### src/logic/csr_pkg.sv
`default_nettype none

package csr_pkg;

	localparam int unsigned XLEN       = 32;
	localparam int unsigned CSR_ADDR_W = 12;
	localparam int unsigned CNT_W      = 64;

	typedef enum logic [CSR_ADDR_W-1:0] {
		CSR_MSTATUS       = 12'h300,
		CSR_MIE           = 12'h304,
		CSR_MTVEC         = 12'h305,
		CSR_MCOUNTINHIBIT = 12'h320,
		CSR_MSCRATCH      = 12'h340,
		CSR_MEPC          = 12'h341,
		CSR_MCAUSE        = 12'h342,
		CSR_MTVAL         = 12'h343,
		CSR_MIP           = 12'h344,
		CSR_MCYCLE        = 12'hB00,
		CSR_MINSTRET      = 12'hB02,
		CSR_MCYCLEH       = 12'hB80,
		CSR_MINSTRETH     = 12'hB82
	} csr_addr_e;

	typedef enum logic [1:0] {
		CSR_OP_READ  = 2'd0,
		CSR_OP_WRITE = 2'd1,
		CSR_OP_SET   = 2'd2,
		CSR_OP_CLEAR = 2'd3
	} csr_op_e;

	typedef enum logic [1:0] {
		PRIV_LVL_U = 2'b00,
		PRIV_LVL_M = 2'b11
	} priv_lvl_e;

	// mstatus fields.
	localparam int unsigned MSTATUS_MIE_BIT  = 3;
	localparam int unsigned MSTATUS_MPIE_BIT = 7;
	localparam int unsigned MSTATUS_MPP_LO   = 11; // Two bits wide.
	localparam int unsigned MSTATUS_TW_BIT   = 21;

	// mie and mip bit positions.
	localparam int unsigned IRQ_MSI_BIT = 3;
	localparam int unsigned IRQ_MTI_BIT = 7;
	localparam int unsigned IRQ_MEI_BIT = 11;
	localparam int unsigned NUM_IRQS    = 3;

	localparam int unsigned CAUSE_W = 6; // Interrupt flag and 5-bit code.

	localparam logic [1:0]  MTVEC_MODE_VECTORED = 2'b01;
	localparam int unsigned MTVEC_ALIGN_LO      = 2; // Bits 7:2 read as zero.
	localparam int unsigned MTVEC_ALIGN_HI      = 7;

	// Counter indices double as mcountinhibit bits and address offsets.
	localparam int unsigned CNT_CYCLE   = 0;
	localparam int unsigned CNT_INSTRET = 2;
	localparam int unsigned NUM_CNT     = 2;
	localparam int unsigned CNT_IDX [NUM_CNT] = '{CNT_CYCLE, CNT_INSTRET};

	// Reset values.
	localparam logic            MSTATUS_MPIE_RST = 1'b1;
	localparam logic [XLEN-1:0] MTVEC_RST = {{(XLEN-2){1'b0}}, MTVEC_MODE_VECTORED};

endpackage

`default_nettype wire

### src/logic/csr_bus_if.sv
`default_nettype none

interface csr_bus_if import csr_pkg::*; ();

	// Controller side.
	logic [CSR_ADDR_W-1:0] addr;
	logic [XLEN-1:0]       wdata;
	logic                  we;    // Same strobe goes to every unit.

	// Unit side.
	logic [XLEN-1:0]       rdata; // Zero unless the unit hits.
	logic                  hit;

	modport ctrl (
		output addr,
		output wdata,
		output we,
		input  rdata,
		input  hit
	);

	modport unit (
		input  addr,
		input  wdata,
		input  we,
		output rdata,
		output hit
	);

endinterface

`default_nettype wire

### src/logic/csr_access_ctrl.sv
`default_nettype none

module csr_access_ctrl import csr_pkg::*; (
	input  logic                  csr_access_i,
	input  logic [CSR_ADDR_W-1:0] csr_addr_i,
	input  csr_op_e               csr_op_i,
	input  logic [XLEN-1:0]       csr_wdata_i,
	input  logic                  instr_commit_i,
	input  priv_lvl_e             priv_lvl_i,
	output logic [XLEN-1:0]       csr_rdata_o,
	output logic                  illegal_o,
	csr_bus_if.ctrl               trap_bus,
	csr_bus_if.ctrl               irq_bus,
	csr_bus_if.ctrl               cnt_bus
);

	logic [XLEN-1:0] rdata;
	logic [XLEN-1:0] wdata;
	logic            no_hit;
	logic            priv_fail;
	logic            ro_write;
	logic            wreq;
	logic            we;

	// Units return zero when they miss, so a plain OR merges them.
	assign rdata  = trap_bus.rdata | irq_bus.rdata | cnt_bus.rdata;
	assign no_hit = ~(trap_bus.hit | irq_bus.hit | cnt_bus.hit);

	assign wreq      = (csr_op_i != CSR_OP_READ);
	assign priv_fail = (csr_addr_i[9:8] > priv_lvl_i);          // Minimum privilege field.
	assign ro_write  = (csr_addr_i[11:10] == 2'b11) && wreq;    // Read-only range.
	assign illegal_o = csr_access_i & (no_hit | priv_fail | ro_write);

	// Set and clear are read-modify-write on the merged read data.
	always_comb begin
		case (csr_op_i)
			CSR_OP_WRITE: wdata = csr_wdata_i;
			CSR_OP_SET:   wdata = csr_wdata_i | rdata;
			CSR_OP_CLEAR: wdata = rdata & ~csr_wdata_i;
			default:      wdata = csr_wdata_i;
		endcase
	end

	assign we = csr_access_i & instr_commit_i & wreq & ~illegal_o;

	assign csr_rdata_o = rdata;

	assign trap_bus.addr  = csr_addr_i;
	assign trap_bus.wdata = wdata;
	assign trap_bus.we    = we;

	assign irq_bus.addr  = csr_addr_i;
	assign irq_bus.wdata = wdata;
	assign irq_bus.we    = we;

	assign cnt_bus.addr  = csr_addr_i;
	assign cnt_bus.wdata = wdata;
	assign cnt_bus.we    = we;

endmodule

`default_nettype wire

### src/logic/csr_file.sv
`default_nettype none

module csr_file import csr_pkg::*; (
	input  logic                  clk_i,
	input  logic                  rst_ni,

	input  logic                  csr_access_i,
	input  logic [CSR_ADDR_W-1:0] csr_addr_i,
	input  logic [1:0]            csr_op_i,
	input  logic [XLEN-1:0]       csr_wdata_i,
	input  logic                  instr_commit_i,
	output logic [XLEN-1:0]       csr_rdata_o,
	output logic                  illegal_csr_insn_o,

	input  logic                  irq_software_i,
	input  logic                  irq_timer_i,
	input  logic                  irq_external_i,
	output logic [NUM_IRQS-1:0]   irqs_o,
	output logic                  irq_pending_o,

	input  logic                  csr_mtvec_init_i,
	input  logic [XLEN-1:0]       boot_addr_i,
	input  logic [XLEN-1:0]       pc_id_i,
	input  logic                  csr_save_cause_i,
	input  logic [CAUSE_W-1:0]    csr_mcause_i,
	input  logic [XLEN-1:0]       csr_mtval_i,
	input  logic                  csr_restore_mret_i,

	input  logic                  instr_ret_i,

	output logic [1:0]            priv_mode_o,
	output logic                  csr_mstatus_mie_o,
	output logic                  csr_mstatus_tw_o,
	output logic [XLEN-1:0]       csr_mepc_o,
	output logic [XLEN-1:0]       csr_mtvec_o
);

	csr_op_e   csr_op;
	priv_lvl_e priv_lvl;

	csr_bus_if trap_bus ();
	csr_bus_if irq_bus ();
	csr_bus_if cnt_bus ();

	assign csr_op      = csr_op_e'(csr_op_i);
	assign priv_mode_o = priv_lvl;

	csr_access_ctrl u_access_ctrl (
		.csr_access_i   (csr_access_i),
		.csr_addr_i     (csr_addr_i),
		.csr_op_i       (csr_op),
		.csr_wdata_i    (csr_wdata_i),
		.instr_commit_i (instr_commit_i),
		.priv_lvl_i     (priv_lvl),
		.csr_rdata_o    (csr_rdata_o),
		.illegal_o      (illegal_csr_insn_o),
		.trap_bus       (trap_bus.ctrl),
		.irq_bus        (irq_bus.ctrl),
		.cnt_bus        (cnt_bus.ctrl)
	);

	csr_trap_regs u_trap_regs (
		.clk_i              (clk_i),
		.rst_ni             (rst_ni),
		.bus                (trap_bus.unit),
		.csr_mtvec_init_i   (csr_mtvec_init_i),
		.boot_addr_i        (boot_addr_i),
		.pc_id_i            (pc_id_i),
		.csr_save_cause_i   (csr_save_cause_i),
		.csr_mcause_i       (csr_mcause_i),
		.csr_mtval_i        (csr_mtval_i),
		.csr_restore_mret_i (csr_restore_mret_i),
		.priv_lvl_o         (priv_lvl),
		.mstatus_mie_o      (csr_mstatus_mie_o),
		.mstatus_tw_o       (csr_mstatus_tw_o),
		.mepc_o             (csr_mepc_o),
		.mtvec_o            (csr_mtvec_o)
	);

	csr_irq_regs u_irq_regs (
		.clk_i          (clk_i),
		.rst_ni         (rst_ni),
		.bus            (irq_bus.unit),
		.irq_software_i (irq_software_i),
		.irq_timer_i    (irq_timer_i),
		.irq_external_i (irq_external_i),
		.irqs_o         (irqs_o),
		.irq_pending_o  (irq_pending_o)
	);

	csr_perf_counters u_perf_counters (
		.clk_i       (clk_i),
		.rst_ni      (rst_ni),
		.bus         (cnt_bus.unit),
		.instr_ret_i (instr_ret_i)
	);

endmodule

`default_nettype wire

### src/logic/csr_irq_regs.sv
`default_nettype none

module csr_irq_regs import csr_pkg::*; (
	input  logic                clk_i,
	input  logic                rst_ni,
	csr_bus_if.unit             bus,
	input  logic                irq_software_i,
	input  logic                irq_timer_i,
	input  logic                irq_external_i,
	output logic [NUM_IRQS-1:0] irqs_o,
	output logic                irq_pending_o
);

	// Both vectors are ordered {software, timer, external}.
	logic [NUM_IRQS-1:0] mie_q;
	logic [NUM_IRQS-1:0] mip;

	function automatic logic [XLEN-1:0] irq_to_csr(input logic [NUM_IRQS-1:0] v);
		logic [XLEN-1:0] r;
		r = '0;
		r[IRQ_MSI_BIT] = v[2];
		r[IRQ_MTI_BIT] = v[1];
		r[IRQ_MEI_BIT] = v[0];
		return r;
	endfunction

	assign mip = {irq_software_i, irq_timer_i, irq_external_i}; // Live inputs.

	always_comb begin
		bus.rdata = '0;
		bus.hit   = 1'b1;
		case (bus.addr)
			CSR_MIE: bus.rdata = irq_to_csr(mie_q);
			CSR_MIP: bus.rdata = irq_to_csr(mip); // Writes land nowhere.
			default: bus.hit = 1'b0;
		endcase
	end

	always_ff @(posedge clk_i or negedge rst_ni) begin
		if (!rst_ni) begin
			mie_q <= '0;
		end else if (bus.we && (bus.addr == CSR_MIE)) begin
			mie_q <= {bus.wdata[IRQ_MSI_BIT], bus.wdata[IRQ_MTI_BIT], bus.wdata[IRQ_MEI_BIT]};
		end
	end

	// The core gates these with mstatus.MIE.
	assign irqs_o        = mip & mie_q;
	assign irq_pending_o = |irqs_o;

endmodule

`default_nettype wire

### src/logic/csr_perf_counters.sv
`default_nettype none

module csr_perf_counters import csr_pkg::*; (
	input  logic    clk_i,
	input  logic    rst_ni,
	csr_bus_if.unit bus,
	input  logic    instr_ret_i
);

	logic [CNT_W-1:0]   cnt_q [NUM_CNT];
	logic [CNT_W-1:0]   cnt_d [NUM_CNT];
	logic [NUM_CNT-1:0] inhibit_q;
	logic [NUM_CNT-1:0] cnt_event;
	logic [NUM_CNT-1:0] hit_lo;
	logic [NUM_CNT-1:0] hit_hi;
	logic               inhibit_hit;

	// Same order as CNT_IDX.
	assign cnt_event   = {instr_ret_i, 1'b1};
	assign inhibit_hit = (bus.addr == CSR_MCOUNTINHIBIT);

	// Counter index is also the offset from mcycle and mcycleh.
	always_comb begin
		for (int i = 0; i < NUM_CNT; i++) begin
			hit_lo[i] = (bus.addr == CSR_ADDR_W'(CSR_MCYCLE + CNT_IDX[i]));
			hit_hi[i] = (bus.addr == CSR_ADDR_W'(CSR_MCYCLEH + CNT_IDX[i]));
		end
	end

	always_comb begin
		bus.rdata = '0;
		if (inhibit_hit) begin
			for (int i = 0; i < NUM_CNT; i++) begin
				bus.rdata[CNT_IDX[i]] = inhibit_q[i]; // Other bits read 0.
			end
		end
		for (int i = 0; i < NUM_CNT; i++) begin
			if (hit_lo[i]) begin
				bus.rdata = cnt_q[i][XLEN-1:0];
			end
			if (hit_hi[i]) begin
				bus.rdata = cnt_q[i][CNT_W-1:XLEN];
			end
		end
		bus.hit = inhibit_hit | (|hit_lo) | (|hit_hi);
	end

	// A write replaces that cycle's increment.
	always_comb begin
		for (int i = 0; i < NUM_CNT; i++) begin
			cnt_d[i] = cnt_q[i];
			if (bus.we && hit_lo[i]) begin
				cnt_d[i][XLEN-1:0] = bus.wdata;
			end else if (bus.we && hit_hi[i]) begin
				cnt_d[i][CNT_W-1:XLEN] = bus.wdata;
			end else if (cnt_event[i] && !inhibit_q[i]) begin
				cnt_d[i] = cnt_q[i] + CNT_W'(1);
			end
		end
	end

	always_ff @(posedge clk_i or negedge rst_ni) begin
		if (!rst_ni) begin
			for (int i = 0; i < NUM_CNT; i++) begin
				cnt_q[i] <= '0;
			end
			inhibit_q <= '0;
		end else begin
			for (int i = 0; i < NUM_CNT; i++) begin
				cnt_q[i] <= cnt_d[i];
			end
			if (bus.we && inhibit_hit) begin
				for (int i = 0; i < NUM_CNT; i++) begin
					inhibit_q[i] <= bus.wdata[CNT_IDX[i]];
				end
			end
		end
	end

endmodule

`default_nettype wire

### src/logic/csr_trap_regs.sv
`default_nettype none

module csr_trap_regs import csr_pkg::*; (
	input  logic               clk_i,
	input  logic               rst_ni,
	csr_bus_if.unit            bus,
	input  logic               csr_mtvec_init_i,
	input  logic [XLEN-1:0]    boot_addr_i,
	input  logic [XLEN-1:0]    pc_id_i,
	input  logic               csr_save_cause_i,
	input  logic [CAUSE_W-1:0] csr_mcause_i,
	input  logic [XLEN-1:0]    csr_mtval_i,
	input  logic               csr_restore_mret_i,
	output priv_lvl_e          priv_lvl_o,
	output logic               mstatus_mie_o,
	output logic               mstatus_tw_o,
	output logic [XLEN-1:0]    mepc_o,
	output logic [XLEN-1:0]    mtvec_o
);

	priv_lvl_e          priv_lvl_q, priv_lvl_d;
	logic               mie_q, mie_d;
	logic               mpie_q, mpie_d;
	priv_lvl_e          mpp_q, mpp_d;
	logic               tw_q, tw_d;
	logic [XLEN-1:0]    mscratch_q, mscratch_d;
	logic [XLEN-1:0]    mepc_q, mepc_d;
	logic [CAUSE_W-1:0] mcause_q, mcause_d;
	logic [XLEN-1:0]    mtval_q, mtval_d;
	logic [XLEN-1:0]    mtvec_q, mtvec_d;

	// Base from bits 31:8, vectored mode.
	function automatic logic [XLEN-1:0] mtvec_base(input logic [XLEN-1:0] addr);
		return {addr[XLEN-1:MTVEC_ALIGN_HI+1],
			{(MTVEC_ALIGN_HI - MTVEC_ALIGN_LO + 1){1'b0}}, MTVEC_MODE_VECTORED};
	endfunction

	always_comb begin
		bus.rdata = '0;
		bus.hit   = 1'b1;
		case (bus.addr)
			CSR_MSTATUS: begin
				bus.rdata[MSTATUS_MIE_BIT]       = mie_q;
				bus.rdata[MSTATUS_MPIE_BIT]      = mpie_q;
				bus.rdata[MSTATUS_MPP_LO +: 2]   = mpp_q;
				bus.rdata[MSTATUS_TW_BIT]        = tw_q;
			end
			CSR_MSCRATCH: bus.rdata = mscratch_q;
			CSR_MEPC:     bus.rdata = mepc_q;
			CSR_MCAUSE:   bus.rdata = {mcause_q[CAUSE_W-1], {(XLEN-CAUSE_W){1'b0}},
				mcause_q[CAUSE_W-2:0]};
			CSR_MTVAL:    bus.rdata = mtval_q;
			CSR_MTVEC:    bus.rdata = mtvec_q;
			default:      bus.hit = 1'b0;
		endcase
	end

	always_comb begin
		priv_lvl_d = priv_lvl_q;
		mie_d      = mie_q;
		mpie_d     = mpie_q;
		mpp_d      = mpp_q;
		tw_d       = tw_q;
		mscratch_d = mscratch_q;
		mepc_d     = mepc_q;
		mcause_d   = mcause_q;
		mtval_d    = mtval_q;
		mtvec_d    = csr_mtvec_init_i ? mtvec_base(boot_addr_i) : mtvec_q;

		if (bus.we) begin
			case (bus.addr)
				CSR_MSTATUS: begin
					mie_d  = bus.wdata[MSTATUS_MIE_BIT];
					mpie_d = bus.wdata[MSTATUS_MPIE_BIT];
					// Only U and M exist; anything else maps to M.
					mpp_d  = (bus.wdata[MSTATUS_MPP_LO +: 2] == PRIV_LVL_U) ?
						PRIV_LVL_U : PRIV_LVL_M;
					tw_d   = bus.wdata[MSTATUS_TW_BIT];
				end
				CSR_MSCRATCH: mscratch_d = bus.wdata;
				CSR_MEPC:     mepc_d = {bus.wdata[XLEN-1:1], 1'b0};
				CSR_MCAUSE:   mcause_d = {bus.wdata[XLEN-1], bus.wdata[CAUSE_W-2:0]};
				CSR_MTVAL:    mtval_d = bus.wdata;
				CSR_MTVEC:    mtvec_d = mtvec_base(bus.wdata);
				default: ;
			endcase
		end

		if (csr_save_cause_i) begin // Trap entry wins over mret.
			priv_lvl_d = PRIV_LVL_M;
			mpie_d     = mie_q;
			mie_d      = 1'b0;
			mpp_d      = priv_lvl_q;
			mepc_d     = pc_id_i;
			mcause_d   = csr_mcause_i;
			mtval_d    = csr_mtval_i;
		end else if (csr_restore_mret_i) begin
			priv_lvl_d = mpp_q;
			mie_d      = mpie_q;
			mpie_d     = 1'b1;
			mpp_d      = PRIV_LVL_U;
		end
	end

	always_ff @(posedge clk_i or negedge rst_ni) begin
		if (!rst_ni) begin
			priv_lvl_q <= PRIV_LVL_M;
			mie_q      <= 1'b0;
			mpie_q     <= MSTATUS_MPIE_RST;
			mpp_q      <= PRIV_LVL_U;
			tw_q       <= 1'b0;
			mscratch_q <= '0;
			mepc_q     <= '0;
			mcause_q   <= '0;
			mtval_q    <= '0;
			mtvec_q    <= MTVEC_RST;
		end else begin
			priv_lvl_q <= priv_lvl_d;
			mie_q      <= mie_d;
			mpie_q     <= mpie_d;
			mpp_q      <= mpp_d;
			tw_q       <= tw_d;
			mscratch_q <= mscratch_d;
			mepc_q     <= mepc_d;
			mcause_q   <= mcause_d;
			mtval_q    <= mtval_d;
			mtvec_q    <= mtvec_d;
		end
	end

	assign priv_lvl_o    = priv_lvl_q;
	assign mstatus_mie_o = mie_q;
	assign mstatus_tw_o  = tw_q;
	assign mepc_o        = mepc_q;
	assign mtvec_o       = mtvec_q;

endmodule

`default_nettype wire

### config.mk
export PLATFORM = sky130hd
export DESIGN_NAME = csr_file
export DESIGN_NICKNAME = d
export VERILOG_FILES = /design/src/logic/csr_pkg.sv /design/src/logic/csr_bus_if.sv /design/src/logic/csr_access_ctrl.sv /design/src/logic/csr_file.sv /design/src/logic/csr_irq_regs.sv /design/src/logic/csr_perf_counters.sv /design/src/logic/csr_trap_regs.sv
export SDC_FILE = /design/constraint.sdc
export NUM_CORES = 1
export LEC_CHECK = 0
export BUFFER_PORTS_ARGS = -buffer_cell sky130_fd_sc_hd__buf_4
export CAP_MARGIN = 20
export CELL_PAD_IN_SITES_DETAIL_PLACEMENT = 0
export CELL_PAD_IN_SITES_GLOBAL_PLACEMENT = 1
export CORE_MARGIN = 2
export CORE_UTILIZATION = 30
export DETAILED_ROUTE_END_ITERATION = 7
export PLACE_DENSITY = 0.56
export SETUP_SLACK_MARGIN = 0.5
export SLEW_MARGIN = 15
export SYNTH_ARGS = -nofsm -noshare
export SYNTH_HDL_FRONTEND = slang
export SYNTH_SLANG_ARGS = --single-unit
### constraint.sdc
create_clock -name clk_i -period 5.65 [get_ports clk_i]
set_clock_uncertainty 0.1 [all_clocks]
set_input_delay 1.13 -clock clk_i [delete_from_list [all_inputs] [get_ports clk_i]]
set_output_delay 1.13 -clock clk_i [all_outputs]
set_load 0.01 [all_outputs]
# Yosys cells after proc, flatten, opt, wreduce, memory -nomap -nowiden
# Index checks and enable logic that the tools add are counted.
# classes
reduce_logical	35
n_addsub	2
order_cmp	1
muxes	54
bitwise_logic	20
eq_ne	20
# ops
cell	n
two-way mux 32 bit	19
adder 64 x 1 -> 64 bit (second input constant)	2
two-way mux 64 bit	2
== test 12 x 10 -> 1 bit (second input constant)	9
bitwise OR 32 bit	3
case mux 32 bit (2 select lines)	1
case mux 10 bit (5 select lines)	1
== test 12 bit (second input constant)	4
bitwise AND 32 bit	1
inverter 32 bit	1
case mux 8 bit (4 select lines)	1
case mux 3 bit (5 select lines)	2
case mux 12 bit (2 select lines)	1
AND reduction 2 bit	10
two-way mux 6 bit	3
nonzero test 2 bit	8
two-way mux 2 bit	7
two-way mux 1 bit	12
case mux 3 bit (4 select lines)	1
case mux 1 bit (5 select lines)	2
case mux 2 bit (5 select lines)	1
logical AND 1 bit	8
== test 2 bit (second input constant)	3
bitwise OR 1 bit	6
13 further kinds	24
# totals
in_bits	159
output_inout_bits	105
reg_bits	274
wordCells	148

# Depth between registers and ports, before layout
# depth
ltp_word	15
depth_mapped	10
ltp_nobuf	8

# Hierarchy
# A second synthesis with hierarchy kept.
# hier_totals
cells_unflattened	1999
area_unflattened_um2	18331.3
# modules_own_cells
mod	cells_each	seq_area_each_um2	area_each_um2	n_inst
csr_perf_counters	1085	3253.1	8783.4	1
csr_trap_regs	642	3533.4	7522.2	1
csr_access_ctrl	218	0.0	1557.7	1
csr_irq_regs	54	75.1	467.9	1

# Worst setup path after synthesis
# No wires, ideal clock.
# synth_path
path_kind	input -> output
startpoint	input port csr_addr_i[5]
endpoint	output port illegal_csr_insn_o
arrival_time_ps	2780
path_buffers	2
path_slack_ps	1640
required_time_ps	4420
stages	8
cell_sequence	buf_2 > or3_1 > buf_2 > nor2_2 > o21ai_0 > a221oi_1 > a211oi_1 > o21a_1
# synth_via
elab_chain_cells	9
word_cells_on_any_way	27
classes_between	eq/ne (13); mux (2); bitwise (8); reduce/logical (4)
# synth_rtl
element	line_no	text
start, declared	csr_file.sv:8	input logic [CSR_ADDR_W-1:0] csr_addr_i,
== test 12 x 10 -> 1 bit, or another cell as far along	csr_trap_regs.sv:41	case (bus.addr)
OR reduction 6 bit (no source line), or another cell as far along	--	
two-way mux 1 bit, or another cell as far along	csr_trap_regs.sv:41	
bitwise OR 1 bit, on equally long branches	csr_access_ctrl.sv:27, csr_perf_counters.sv:45	
bitwise OR 1 bit *	csr_access_ctrl.sv:27	assign no_hit = ~(trap_bus.hit | irq_bus.hit | cnt_bus.hit);
inverter 1 bit *	csr_access_ctrl.sv:27	
bitwise OR 1 bit * (2 in a row)	csr_access_ctrl.sv:32	assign illegal_o = csr_access_i & (no_hit | priv_fail | ro_write);
bitwise AND 1 bit *	csr_access_ctrl.sv:32	
end, declared	csr_file.sv:13	output logic illegal_csr_insn_o,
# Mark *: on every way between the ends. The rest lies on a longest branch, timed or not.

# Worst setup path after layout
# layout_path
startpoint	input port csr_addr_i[1]
endpoint	output port csr_rdata_o[29]
# layout_via
elab_chain_cells	6
word_cells_on_any_way	16
classes_between	eq/ne (9); mux (5); bitwise (2)
# layout_rtl
element	line_no	text
== test 12 bit	csr_perf_counters.sv:25	hit_lo[i] = (bus.addr == CSR_ADDR_W'(CSR_MCYCLE + CNT_IDX[i]));
two-way mux 32 bit	csr_perf_counters.sv:38	if (hit_lo[i]) begin
two-way mux 32 bit	csr_perf_counters.sv:41	if (hit_hi[i]) begin
two-way mux 32 bit	csr_perf_counters.sv:38	
two-way mux 32 bit	csr_perf_counters.sv:41	
bitwise OR 32 bit *	csr_access_ctrl.sv:26	assign rdata = trap_bus.rdata | irq_bus.rdata | cnt_bus.rdata;
end, declared	csr_file.sv:12	output logic [XLEN-1:0] csr_rdata_o,
# Marks and branches as above.

==> metrics.txt <==
Setup TNS 0 ns; r2r startpoint u_trap_regs.priv_lvl_o[1]$_DFFE_PN1P_; CP top delay family simple AND/OR/NAND/NOR gates; Lkg Pwr ~9.3 nW; gpl congestion just over 0.9; First-pass DRT Iterations 6; outcome completed; RSZ-0062 raised after global routing no; worst setup margin 0.701 ns; slew margin rel. roughly 24%; hold path depth 2; Async SR Flop Fraction 100%; Die Y 249 um; H-Tree Depth 2; postcts setup bufs 0; critical path cell sequence buf_4, or4_1, nor2_2, a32oi_1, o221ai_1, buf_4; CTS tree done; post-synth net total approximately 2.2k; first-pass GRT wire length approximately 140000 um; CTS-repair resized insts 0; Vias 19.3k; starting density of the core a little under a third; min-delay worst type flip-flop to flip-flop; Syn Inst Count 2046; clock buffer count from CTS 36; R2R depth 8; Worst Setup SP csr_addr_i[1]; syn avg cell area approximately 8.8 um^2; worst path bufs/invs 2; Final Max Slew Viols 0; initial antenna violation count 5; GRT overflow 0; pin count of the biggest net entering global routing 87; I/O Buffers around 260; Core Footprint ~60000 um^2; fraction of layout cells with a size suffix above 1 about a fifth; die width roughly 250 um; # IOs about 260; Clock Pin Slew Worst Setup and Hold Paths around 0.060 ns; period utilization between 80% and 90%; clk root buf clkbuf_16; pre-CTS WS between 0.8 and 0.9 ns; critical path arrival 3.72 ns; Unique masters post-synth 96; clock period minus worst slack roughly 4.9 ns; hold buffers post-CTS 0; Worst-Skew Late Latency 0.56 ns; min-delay src u_trap_regs.mscratch_q[26]$_DFFE_PN0P_; wire length per cell between 30 and 40 um; final count of negative-setup-slack endpoints 0; vias in the first global route 18.5k; Cell Area, Placed 21000 um^2; drt drc 0; CP max stage cell or4_1; required time of the critical path roughly 4.4 ns; DRT antenna net count 0; crit-path max FO 34; slowest stage delay, CP 0.82 ns; Yosys reg bits 274; Post-synth EDFFs 0; CTS sink count between 200 and 300; Syn-to-layout area delta 23.5%; Crit path top cell by count buf_4; Critical Path Stages 6; gr usage total between 30% and 40%; synth warn 0; Rows 89; cell area power density approximately 240 nW/um^2; final wirelength 98000 um; Syn Std Cell Area ~18000 um^2; Max Buffers Root-to-Sink 3; Layout Nets ~2.4k; Hold Fails Final Rpt 0; routed vias/inst about 6.2; max-cap viol count 0; HPWL after DPL approximately 73000 um; Peak VDD IR ~0.00016 V; Die ar. 62100 um^2; design area around 22000 um^2; Seq/Total Area, Yosys approximately two fifths; Worst-Margin Slew roughly 1.1 ns; Max Clk Rate 202 MHz; number of DRC markers in iteration 0 2245; crit path kind input port to output port; Critical Path Sink Type output port; Startpoint Class input port; Most used DFF post-synth dfrtp_1
[logic make-up (layout without fill, tap and decap cells)]
family / Yosys count / count (layout) / synth area share [%]
other cells: 0 / 6 / 0
buf+inv: 192 / 450 / 4.59
simple gates: 819 / 819 / 25.1
fa+ha+maj: 5 / 5 / 0.333
compound gates: 608 / 608 / 23.6
flops: 274 / 274 / 38.1
xor+xnor: 33 / 33 / 1.60
mux: 115 / 115 / 6.67
[report_power, final]
group | switching [mW] | leakage, nW | internal [mW] | total [mW]
Combinational | 0.442 | 5.19 | 0.264 | 0.706
Sequential | 0.0863 | 3.47 | 2.03 | 2.12
Clock | 0.972 | 0.604 | 1.48 | 2.45
Total | 1.50 | 9.26 | 3.78 | 5.28
[worst paths after layout]
kind	end	slack, ns
worst max-delay path	csr_rdata_o[29]	0.70
worst min-delay path	u_trap_regs.mscratch_q[26]$_DFFE_PN0P_	0.38
worst max register to register	u_perf_counters.cnt_q[112]$_DFFE_PN0P_	2.00
worst min register to register	u_trap_regs.mscratch_q[26]$_DFFE_PN0P_	0.38
max in group asynchronous	u_perf_counters.cnt_q[87]$_DFFE_PN0P_	3.72
min in group asynchronous	u_perf_counters.cnt_q[99]$_DFFE_PN0P_	0.45
[stage by stage]
step	utilization (%)	hold WS (ns)	cells	total power, mW
2_1_floorplan	-	0.342	2046	2.40
3_3_place_gp	35.5	0.356	3010	2.84
3_5_place_dp	35.5	0.361	3012	2.85
4_1_cts	37.6	0.375	3076	5.30
5_1_grt	37.6	0.405	3077	5.43
6_report	37.6	0.380	3083	5.28
[area by class of cell]
cell class | instances | area [um^2]
Tap cell | 773 | 967
Clock inverter | 7 | 110
Timing Repair Buffer | 348 | 2650
Sequential cell | 274 | 6860
Antenna cell | 6 | 15.0
Fill cell | 6094 | 37000
Clock buffer | 57 | 1110
Inverter | 38 | 143
Multi-Input combinational cell | 1580 | 10400
[cells in the mapped netlist (16+ instances only)]
master | n | area [um^2]
nor2b_1 | 50 | 313
nand4_1 | 60 | 375
nand3_1 | 114 | 571
o31ai_1 | 17 | 128
nand2_1 | 198 | 743
and2_1 | 26 | 163
nor2_1 | 83 | 312
xor2_1 | 19 | 166
and4_1 | 25 | 219
and3_1 | 47 | 294
nor3b_1 | 31 | 233
buf_2 | 52 | 260
clkbuf_1 | 89 | 334
a21oi_1 | 94 | 470
dfrtp_1 | 270 | 6760
a211oi_1 | 43 | 323
a31oi_1 | 23 | 144
o211ai_1 | 81 | 608
or4_1 | 16 | 120
inv_1 | 37 | 139
o21ai_0 | 116 | 581
nor4_1 | 32 | 200
nor3_1 | 52 | 260
o22ai_1 | 27 | 169
mux2i_1 | 101 | 1010
or3_1 | 26 | 163
a22oi_1 | 37 | 278
[flip-flops by register name (all words and copies together) (netlist names)]
| signal | flops |
|---|---|
| u_trap_regs.mpp_q | 2 |
| u_trap_regs.mstatus_tw_o | 1 |
| u_trap_regs.mscratch_q | 32 |
| u_perf_counters.cnt_q | 128 |
| u_trap_regs.mtvec_o | 32 |
| u_irq_regs.mie_q | 3 |
| u_trap_regs.mepc_o | 32 |
| u_trap_regs.mcause_q | 6 |
| u_perf_counters.inhibit_q | 2 |
| u_trap_regs.mpie_q | 1 |
| u_trap_regs.mtval_q | 32 |
| u_trap_regs.mstatus_mie_o | 1 |
| u_trap_regs.priv_lvl_o | 2 |
[placed cells by master, fill, tap and decap left out, drive strengths merged, types with 11 or more instances in the layout]
cell type,count
and3,47
mux2i,101
or4,16
or3,26
nand4,60
a221oi,13
o211ai,82
xor2,19
a211oi,43
o21ai,123
o31ai,18
a2bb2oi,14
nor3b,31
inv,37
o22ai,27
a22oi,46
and2,27
dfrtp,270
a21oi,96
nand3,118
mux2,11
nor2b,50
nand2,198
nor2,86
a31oi,24
xnor2,14
nor3,60
and4,25
nor4,36
clkbuf,57
buf,348
[metal layers]
metal  up-vias  routed length, um  track usage, %
li1       8356                  -               -
met1      9789              44100            43.9
met2       952              42700            46.7
met3       160               7740            5.67
met4         0               3510            10.2
met5         -                  0               0
[worst register-to-register path: cells and delay by family (launching register included)]
kind                       cells  cell delay, ns
and+or+nand+nor                3            1.56
AOI/OAI and AO/OA              3            0.98
DFF                            1            0.55
adders and majority gates      1            0.28
buffers and inverters          1            0.06
Note: power is estimated with default switching activity, not from simulation.
